$ cat src/source/core_pkg.sv
/*
 * shared definitions for the rv32i integer core
 *   widths and register count
 *   wfi instruction word
 *   major opcode, alu function and error status enums
 *   decoded operation struct passed from decode to execute
 */

`default_nettype none

package core_pkg;

    // datapath and register file sizes
    localparam int xlen      = 32;
    localparam int reg_count = 32;
    localparam int reg_idx_w = 5;

    // the one system word the core accepts
    localparam logic [31:0] wfi_inst = 32'h1050_0073;

    // major opcodes of the kept instruction classes
    typedef enum logic [6:0] {
        op_reg    = 7'b0110011,
        op_imm    = 7'b0010011,
        op_lui    = 7'b0110111,
        op_system = 7'b1110011
    } opcode_t;

    typedef enum logic [3:0] {
        alu_add, alu_sub, alu_sll, alu_slt, alu_sltu,
        alu_xor, alu_srl, alu_sra, alu_or, alu_and,
        alu_pass_b
    } alu_func_t;

    typedef enum logic [1:0] {
        no_error      = 2'd0,
        halted_on_wfi = 2'd1,
        illegal_inst  = 2'd2
    } error_status_t;

    // 76 bits, operands already resolved
    typedef struct packed {
        alu_func_t              alu_func;
        logic [xlen-1:0]        opa;
        logic [xlen-1:0]        opb;
        logic [reg_idx_w-1:0]   dest_idx;
        logic                   dest_wr;
        logic                   halt;
        logic                   illegal;
    } decoded_op_t;

endpackage

`default_nettype wire

$ cat src/source/pipe_ifs.sv
/*
 * stage to stage interfaces of the core
 *   dec_ex_if   decoded operation into execute
 *   ex_res_if   alu result into the result stage
 *   wb_if       register writeback, also the bypass source
 */

`timescale 1ns/1ps
`default_nettype none

interface dec_ex_if;
    import core_pkg::*;
    logic        valid;
    decoded_op_t op;

    modport source (output valid, output op);
    modport sink   (input valid, input op);
endinterface

interface ex_res_if;
    import core_pkg::*;
    logic                 valid;
    logic [xlen-1:0]      result;
    logic [reg_idx_w-1:0] dest_idx;
    logic                 dest_wr;
    logic                 halt;
    logic                 illegal;

    modport source (output valid, output result, output dest_idx,
                    output dest_wr, output halt, output illegal);
    modport sink   (input valid, input result, input dest_idx,
                    input dest_wr, input halt, input illegal);
endinterface

interface wb_if;
    import core_pkg::*;
    logic                 wr_en;
    logic [reg_idx_w-1:0] idx;
    logic [xlen-1:0]      data;

    // register file and decode bypass both listen
    modport source (output wr_en, output idx, output data);
    modport sink   (input wr_en, input idx, input data);
endinterface

`default_nettype wire

$ cat src/source/core_top.sv
/*
 * top level of the integer core
 *   handshake intake, decode, execute, result stages
 *   register file and the three stage interfaces
 */

`timescale 1ns/1ps
`default_nettype none

module core_top (
    input  logic                            clock,
    input  logic                            reset,
    input  logic                            inst_req,
    input  logic [31:0]                     inst,
    output logic                            inst_ack,
    output logic                            commit_valid,
    output logic                            commit_wr_en,
    output logic [core_pkg::reg_idx_w-1:0]  commit_wr_idx,
    output logic [core_pkg::xlen-1:0]       commit_wr_data,
    output core_pkg::error_status_t         error_status
);
    import core_pkg::*;

    logic                 stop;
    logic                 captured_valid;
    logic [31:0]          captured_inst;
    logic [reg_idx_w-1:0] rd_idx_a;
    logic [reg_idx_w-1:0] rd_idx_b;
    logic [xlen-1:0]      rd_data_a;
    logic [xlen-1:0]      rd_data_b;

    //////////////////////////////
    // stage interfaces
    //////////////////////////////
    dec_ex_if dec_ex_bus ();
    ex_res_if ex_res_bus ();
    wb_if     wb_bus ();

    inst_intake u_intake (
        .clock, .reset, .inst_req, .inst, .stop, .inst_ack,
        .captured_valid, .captured_inst
    );

    register_file u_regfile (
        .clock, .reset, .rd_idx_a, .rd_idx_b, .rd_data_a, .rd_data_b,
        .wb (wb_bus.sink)
    );

    // operands read here, bypass from writeback
    decode_stage u_decode (
        .clock, .reset, .captured_valid, .captured_inst,
        .rd_idx_a, .rd_idx_b, .rd_data_a, .rd_data_b,
        .wb (wb_bus.sink), .stop, .dec_ex (dec_ex_bus.source)
    );

    execute_stage u_execute (
        .clock, .reset, .dec_ex (dec_ex_bus.sink), .ex_res (ex_res_bus.source)
    );

    result_stage u_result (
        .clock, .reset, .ex_res (ex_res_bus.sink), .wb (wb_bus.source),
        .commit_valid, .commit_wr_en, .commit_wr_idx, .commit_wr_data,
        .error_status
    );

endmodule

`default_nettype wire

$ cat src/source/decode_stage.sv
/*
 * instruction decode for the kept rv32i subset
 *   opcode and funct mapping onto alu functions
 *   i-type and u-type immediates, operand b select
 *   operand read with writeback bypass
 *   decode to execute pipeline register
 */

`timescale 1ns/1ps
`default_nettype none

module decode_stage (
    input  logic                            clock,
    input  logic                            reset,
    input  logic                            captured_valid,
    input  logic [31:0]                     captured_inst,
    output logic [core_pkg::reg_idx_w-1:0]  rd_idx_a,
    output logic [core_pkg::reg_idx_w-1:0]  rd_idx_b,
    input  logic [core_pkg::xlen-1:0]       rd_data_a,
    input  logic [core_pkg::xlen-1:0]       rd_data_b,
    wb_if.sink                              wb,
    output logic                            stop,
    dec_ex_if.source                        dec_ex
);
    import core_pkg::*;

    opcode_t              opcode;
    logic [2:0]           funct3;
    logic [6:0]           funct7;
    logic [reg_idx_w-1:0] rd;
    logic [xlen-1:0]      imm_i;
    logic [xlen-1:0]      imm_u;
    logic [xlen-1:0]      opa_fwd;
    logic [xlen-1:0]      opb_fwd;
    alu_func_t            func;
    logic                 legal;
    logic                 writes;
    logic                 use_imm_i;
    logic                 use_imm_u;
    logic                 halt;
    decoded_op_t          dec_op;

    // alt picks sub over add and sra over srl
    function automatic alu_func_t map_func(input logic [2:0] f3, input logic alt);
        case (f3)
            3'b000:  return alt ? alu_sub : alu_add;
            3'b001:  return alu_sll;
            3'b010:  return alu_slt;
            3'b011:  return alu_sltu;
            3'b100:  return alu_xor;
            3'b101:  return alt ? alu_sra : alu_srl;
            3'b110:  return alu_or;
            default: return alu_and;
        endcase
    endfunction

    //////////////////////////////
    // field extraction
    //////////////////////////////
    assign opcode   = opcode_t'(captured_inst[6:0]);
    assign rd       = captured_inst[11:7];
    assign funct3   = captured_inst[14:12];
    assign funct7   = captured_inst[31:25];
    assign rd_idx_a = captured_inst[19:15];
    assign rd_idx_b = captured_inst[24:20];
    assign imm_i    = {{20{captured_inst[31]}}, captured_inst[31:20]};
    assign imm_u    = {captured_inst[31:12], 12'b0};

    always_comb begin
        legal     = 1'b0;
        writes    = 1'b0;
        use_imm_i = 1'b0;
        use_imm_u = 1'b0;
        halt      = 1'b0;
        func      = map_func(funct3, 1'b0);
        case (opcode)
            op_reg: begin
                writes = 1'b1;
                func   = map_func(funct3, funct7[5]);
                legal  = (funct7 == 7'b0) ||
                         (funct7 == 7'b0100000 && (funct3 == 3'b000 || funct3 == 3'b101));
            end
            op_imm: begin
                writes    = 1'b1;
                use_imm_i = 1'b1;
                if (funct3 == 3'b001) begin
                    legal = (funct7 == 7'b0);
                end else if (funct3 == 3'b101) begin
                    // srai carries its alt bit in the immediate
                    func  = map_func(funct3, funct7[5]);
                    legal = (funct7 == 7'b0) || (funct7 == 7'b0100000);
                end else begin
                    legal = 1'b1;
                end
            end
            op_lui: begin
                legal     = 1'b1;
                writes    = 1'b1;
                use_imm_u = 1'b1;
                func      = alu_pass_b;
            end
            op_system: begin
                // only wfi, every other system word traps
                legal = (captured_inst == wfi_inst);
                halt  = legal;
            end
            default: begin
            end
        endcase
    end

    //////////////////////////////
    // operands and bypass
    //////////////////////////////
    // producer in result stage has not reached the register file yet
    assign opa_fwd = (wb.wr_en && wb.idx == rd_idx_a && rd_idx_a != '0) ? wb.data : rd_data_a;
    assign opb_fwd = (wb.wr_en && wb.idx == rd_idx_b && rd_idx_b != '0) ? wb.data : rd_data_b;

    always_comb begin
        dec_op.alu_func = func;
        dec_op.opa      = opa_fwd;
        dec_op.opb      = use_imm_u ? imm_u : (use_imm_i ? imm_i : opb_fwd);
        dec_op.dest_idx = rd;
        // x0 writes still commit but never write
        dec_op.dest_wr  = writes && legal && (rd != '0);
        dec_op.halt     = halt;
        dec_op.illegal  = !legal;
    end

    // tells intake to stop acknowledging
    assign stop = captured_valid && (halt || !legal);

    always_ff @(posedge clock or posedge reset) begin
        if (reset) begin
            dec_ex.valid <= 1'b0;
        end else begin
            dec_ex.valid <= captured_valid;
        end
    end

    always_ff @(posedge clock) begin
        if (captured_valid) begin
            dec_ex.op <= dec_op;
        end
    end

endmodule

`default_nettype wire

$ cat src/source/execute_stage.sv
/*
 * integer alu and the execute to result register
 * shifts by the low five bits of operand b
 */

`timescale 1ns/1ps
`default_nettype none

module execute_stage (
    input  logic       clock,
    input  logic       reset,
    dec_ex_if.sink     dec_ex,
    ex_res_if.source   ex_res
);
    import core_pkg::*;

    logic [xlen-1:0] a;
    logic [xlen-1:0] b;
    logic [4:0]      shamt;
    logic [xlen-1:0] alu_out;

    assign a     = dec_ex.op.opa;
    assign b     = dec_ex.op.opb;
    assign shamt = b[4:0];

    always_comb begin
        case (dec_ex.op.alu_func)
            alu_add:  alu_out = a + b;
            alu_sub:  alu_out = a - b;
            alu_sll:  alu_out = a << shamt;
            alu_slt:  alu_out = {{(xlen-1){1'b0}}, $signed(a) < $signed(b)};
            alu_sltu: alu_out = {{(xlen-1){1'b0}}, a < b};
            alu_xor:  alu_out = a ^ b;
            alu_srl:  alu_out = a >> shamt;
            alu_sra:  alu_out = $unsigned($signed(a) >>> shamt);
            alu_or:   alu_out = a | b;
            alu_and:  alu_out = a & b;
            // lui passes the u immediate
            default:  alu_out = b;
        endcase
    end

    always_ff @(posedge clock or posedge reset) begin
        if (reset) begin
            ex_res.valid <= 1'b0;
        end else begin
            ex_res.valid <= dec_ex.valid;
        end
    end

    // control fields ride along with the result
    always_ff @(posedge clock) begin
        if (dec_ex.valid) begin
            ex_res.result   <= alu_out;
            ex_res.dest_idx <= dec_ex.op.dest_idx;
            ex_res.dest_wr  <= dec_ex.op.dest_wr;
            ex_res.halt     <= dec_ex.op.halt;
            ex_res.illegal  <= dec_ex.op.illegal;
        end
    end

endmodule

`default_nettype wire

$ cat src/source/inst_intake.sv
/*
 * four-phase receive side of the instruction handshake
 * holds the accepted word and pulses captured_valid once
 * stop lock blocks any acknowledge after a halt or illegal word
 */

`timescale 1ns/1ps
`default_nettype none

module inst_intake (
    input  logic        clock,
    input  logic        reset,
    input  logic        inst_req,
    input  logic [31:0] inst,
    input  logic        stop,
    output logic        inst_ack,
    output logic        captured_valid,
    output logic [31:0] captured_inst
);
    logic stopped;
    logic accept;

    // new word only on req high with ack already low
    assign accept = inst_req && !inst_ack && !stopped;

    always_ff @(posedge clock or posedge reset) begin
        if (reset) begin
            inst_ack       <= 1'b0;
            captured_valid <= 1'b0;
            stopped        <= 1'b0;
        end else begin
            captured_valid <= accept;
            if (accept) begin
                inst_ack <= 1'b1;
            end else if (!inst_req) begin
                // return to idle once the source lets go
                inst_ack <= 1'b0;
            end
            // sticky until reset
            if (stop) begin
                stopped <= 1'b1;
            end
        end
    end

    always_ff @(posedge clock) begin
        if (accept) begin
            captured_inst <= inst;
        end
    end

endmodule

`default_nettype wire

$ cat src/source/register_file.sv
/*
 * 32 entry architectural register file
 * two combinational read ports, one write port from writeback
 * x0 always reads zero
 */

`timescale 1ns/1ps
`default_nettype none

module register_file (
    input  logic                            clock,
    input  logic                            reset,
    input  logic [core_pkg::reg_idx_w-1:0]  rd_idx_a,
    input  logic [core_pkg::reg_idx_w-1:0]  rd_idx_b,
    output logic [core_pkg::xlen-1:0]       rd_data_a,
    output logic [core_pkg::xlen-1:0]       rd_data_b,
    wb_if.sink                              wb
);
    import core_pkg::*;

    // no storage behind x0
    logic [xlen-1:0] regs [1:reg_count-1];

    always_ff @(posedge clock or posedge reset) begin
        if (reset) begin
            for (int i = 1; i < reg_count; i++) begin
                regs[i] <= '0;
            end
        end else if (wb.wr_en && (wb.idx != '0)) begin
            regs[wb.idx] <= wb.data;
        end
    end

    assign rd_data_a = (rd_idx_a == '0) ? '0 : regs[rd_idx_a];
    assign rd_data_b = (rd_idx_b == '0) ? '0 : regs[rd_idx_b];

endmodule

`default_nettype wire

$ cat src/source/result_stage.sv
/*
 * commit reporting and writeback drive
 * illegal words raise the error status but do not commit
 * error status is sticky until reset
 */

`timescale 1ns/1ps
`default_nettype none

module result_stage (
    input  logic                            clock,
    input  logic                            reset,
    ex_res_if.sink                          ex_res,
    wb_if.source                            wb,
    output logic                            commit_valid,
    output logic                            commit_wr_en,
    output logic [core_pkg::reg_idx_w-1:0]  commit_wr_idx,
    output logic [core_pkg::xlen-1:0]       commit_wr_data,
    output core_pkg::error_status_t         error_status
);
    import core_pkg::*;

    error_status_t err_q;
    error_status_t err_now;

    // commit view of the registered result
    assign commit_valid   = ex_res.valid && !ex_res.illegal;
    assign commit_wr_en   = commit_valid && ex_res.dest_wr;
    assign commit_wr_idx  = ex_res.dest_idx;
    assign commit_wr_data = ex_res.result;

    // register file takes this at the next edge
    assign wb.wr_en = commit_wr_en;
    assign wb.idx   = ex_res.dest_idx;
    assign wb.data  = ex_res.result;

    always_comb begin
        err_now = no_error;
        if (ex_res.valid && ex_res.illegal) begin
            err_now = illegal_inst;
        end else if (ex_res.valid && ex_res.halt) begin
            err_now = halted_on_wfi;
        end
    end

    // first stopping instruction wins
    always_ff @(posedge clock or posedge reset) begin
        if (reset) begin
            err_q <= no_error;
        end else if (err_q == no_error) begin
            err_q <= err_now;
        end
    end

    // status shows in the same cycle as the stopping commit
    assign error_status = (err_q != no_error) ? err_q : err_now;

endmodule

`default_nettype wire

$ cat config.mk
export PLATFORM = sky130hd
export DESIGN_NAME = core_top
export DESIGN_NICKNAME = d
export VERILOG_FILES = /design/src/source/core_pkg.sv /design/src/source/pipe_ifs.sv /design/src/source/core_top.sv /design/src/source/decode_stage.sv /design/src/source/execute_stage.sv /design/src/source/inst_intake.sv /design/src/source/register_file.sv /design/src/source/result_stage.sv
export SDC_FILE = /design/constraint.sdc
export NUM_CORES = 2
export LEC_CHECK = 0
export BUFFER_PORTS_ARGS = -buffer_cell sky130_fd_sc_hd__buf_2
export CAP_MARGIN = 30
export CORE_MARGIN = 2
export CORE_UTILIZATION = 60
export CTS_BUF_LIST = sky130_fd_sc_hd__clkbuf_4
export DETAILED_ROUTE_END_ITERATION = 10
export HOLD_SLACK_MARGIN = 0.02
export PLACE_DENSITY = 0.85
export SYNTH_ARGS = -nofsm -noshare
export SYNTH_HDL_FRONTEND = slang
export SYNTH_HIERARCHICAL = 1
export SYNTH_SLANG_ARGS = --single-unit
$ cat constraint.sdc
create_clock -name clock -period 29.1 [get_ports clock]
set_input_delay 2.91 -clock clock [delete_from_list [all_inputs] [get_ports clock]]
set_output_delay 2.91 -clock clock [all_outputs]
set_load 0.1 [all_outputs]
==> flow_metrics.py <==
metrics = {
    "clock_network": {
        "clock-sinks": 1147,
        "cts_hold_buf": 0,
        "post_cts_buffers": 0,
        "clk_latency_ps": 1330,
        "cts_made_buffers": 311,
        "clk_pin_slew_worst_paths_ps": 70,
        "htree_levels": 5,
        "postCtsResizedCells": 0,
        "cts_tree": "built",
        "clock-root-buffer": "clkbuf_4",
        "clockBufferDepth": 4,
    },
    "synthesis": {
        "yosysSeqAreaShare_pct": 42.6,
        "yosysTopAreaCell": "dfrtp_1",
        "syn-cell-area_mm2": 0.0692,
        "ys_seq_elements": 1147,
        "synth-edff-count": 148,
        "syn-num-nets": 5646,
        "synth_ff_type": "dfrtp_1",
        "synth_top_area_share_pct": 36.1,
        "yosys_warnings": 6,
        "syn_inst": 5512,
        "synth_common_cells": "mux2_2 (1092), dfrtp_1 (999), mux4_2 (437)",
        "yosys-top-cells-area": "dfrtp_1 (36%), mux2_2 (18%), mux4_2 (14%)",
        "synthArstFlopShare_pct": 87.1,
        "synth_most_common_cell": "mux2_2",
        "synth.distinct_cells": 102,
        "synth_area_per_cell_um2": 12.6,
    },
    "timing": {
        "max_freq_mhz": 169,
        "min_period_ps": 5920,
        "finalCritPeriodShare_pct": 20.4,
        "worst_slew_pin_slew_ps": 1190,
        "rsz0062_at_grt": "no",
        "skew_ps": 121,
        "fin_hold_ws_ps": 413,
        "setup_viol": 0,
        "maxSlewViolCount": 0,
        "maxSlewHeadroom_pct": 20.9,
        "fin_tns_setup_ps": 0,
        "final-hold-violation-count": 0,
    },
    "route": {
        "viasPerCell": 7.43,
        "antenna_left": 0,
        "drt_iter0_markers": 7973,
        "first_pass_iters": 9,
        "vias": 53462,
        "post-route-drc-count": 0,
        "wire_per_inst_um": 33.6,
        "wl_um": 242000,
    },
    "cells_and_area": {
        "largest_reg_flops": 992,
        "area_delta_synth_final_pct": 7.82,
        "drive_gt1_share_pct": 41.6,
        "num-nets-final": 5611,
        "final_cell_area_mm2": 0.0746,
    },
    "floorplanning": {
        "dieWidth_um": 344,
        "die_h_um": 344,
        "placementRows": 124,
        "initial_core_util_pct": 60.5,
        "boundaryPins": 77,
        "core_mm2": 0.114,
        "dieArea_mm2": 0.118,
    },
    "setup_path": {
        "arrival_ps": 3010,
        "setup.worst_path.start_class": "flop",
        "crit_required_ps": 26190,
        "cp_max_fo": 34,
        "slowest_stage": "edfxtp_1",
        "crit_type": "reg2out",
        "worst-path-buf-inv": 1,
        "path_delay_family": "flip-flops",
        "critPathCaptureType": "output port",
        "max_stage_delay_ps": 1050,
        "cp_cell_sequence": "buf_2",
    },
    "flow_run": {
        "maxCapViolations": 0,
    },
    "global_routing": {
        "grt_pass1_wl_um": 351000,
        "grt.total_usage_pct": 40.8,
        "grt_overflow_total": 0,
        "grt_start_max_net_pins": 115,
        "antenna_found_initial": 9,
        "grt_pass1_vias": 52926,
    },
    "placed_design": {
        "placed_area_mm2": 0.0705,
        "hpwlAfterDp_um": 143000,
        "portBuffers": 76,
        "place_congestion": 1.11,
    },
    "worst_hold_path": {
        "holdCritPathClass": "reg2reg",
    },
    "pwr": {
        "leakagePower_nw": 33.7,
        "power.density_mw_per_mm2": 46.6,
        "ir_worst_vdd_mv": 0.0317,
    },
    "status": {
        "status": "finished clean",
    },
}
==> layout by cell type (no fill, tap or decap), types with 17 or more instances in the layout <==
master / instances
xnor2_1: 21
mux2_2: 1092
buf_12: 24
clkbuf_4: 449
a31oi_1: 30
mux2i_1: 214
nand4_1: 17
nand2_1: 302
nor2b_1: 64
nand3_1: 67
dfrtp_1: 997
nand2b_1: 17
nor2_1: 209
clkinv_1: 51
edfxtp_1: 148
o211ai_1: 54
a21oi_1: 269
a221oi_1: 84
buf_2: 76
mux2_4: 30
mux4_2: 437
nor3_1: 73
or3_1: 18
o21ai_0: 136
buf_4: 124
inv_1: 102
a22oi_1: 21
ha_1: 97
buf_16: 27
o221ai_1: 25
o22ai_1: 40
a211oi_1: 21
==> routing by layer <==
metal,up-vias,track usage (%),routed length (um)
met5,-,0,32
li1,20882,-,-
met4,4,27.2,17800
met3,1013,16.9,37000
met2,4573,57.3,104000
met1,26990,51.9,83300
==> per-stage QoR <==
step | setup WS [ps] | util [%] | cells | power (mW)
after detailed placement | 22240 | 61.7 | 6661 | 2.06
after global routing | 23070 | 65.2 | 7195 | 3.59
after global placement | 22330 | 61.0 | 6633 | 2.04
after CTS | 23080 | 64.9 | 7177 | 3.47
final | 23180 | 65.2 | 7199 | 3.48
after floorplan | 12520 | - | 5512 | 1.96
==> worst paths after layout <==
path | to | slack, ps | from | cells after the start
max | commit_wr_data[18] | 23180 | u_execute/ex_res.result[18] | 1
min | u_execute/ex_res.dest_idx[4] | 410 | u_decode/dec_ex.op[7] | 0
max in group asynchronous | u_regfile/regs[226] | 23530 | reset | 6
max reg2reg | u_execute/ex_res.result[27] | 24350 | u_decode/dec_ex.op[10] | 12
min in group asynchronous | u_result/err_q[0] | 1550 | reset | 2
min reg2reg | u_execute/ex_res.dest_idx[4] | 410 | u_decode/dec_ex.op[7] | 0
==> cells by family after synthesis <==
group / after synthesis / synth area share [%]
simple gates: 897 / 6.09
xor+xnor: 28 / 0.354
mux: 1782 / 36.1
compound gates: 849 / 8.14
buf+inv: 710 / 4.97
fa+ha+maj: 99 / 1.81
flops: 1147 / 42.6
==> power breakdown <==
part | total, mW | switching, mW | internal (mW)
Sequential | 1.69 | 0.0365 | 1.66
Clock | 1.43 | 0.693 | 0.739
Combinational | 0.351 | 0.229 | 0.122
==> cell type report <==
type	count	area (um^2)
Antenna cell	7	17.5
Clock buffer	449	3370
Clock inverter	67	367
Fill cell	7933	39700
Inverter	110	419
Multi-Input combinational cell	3655	36500
Sequential cell	1147	29400
Tap cell	1512	1890
Timing Repair Buffer	252	2550
Note: power is estimated with default switching activity, not from simulation.
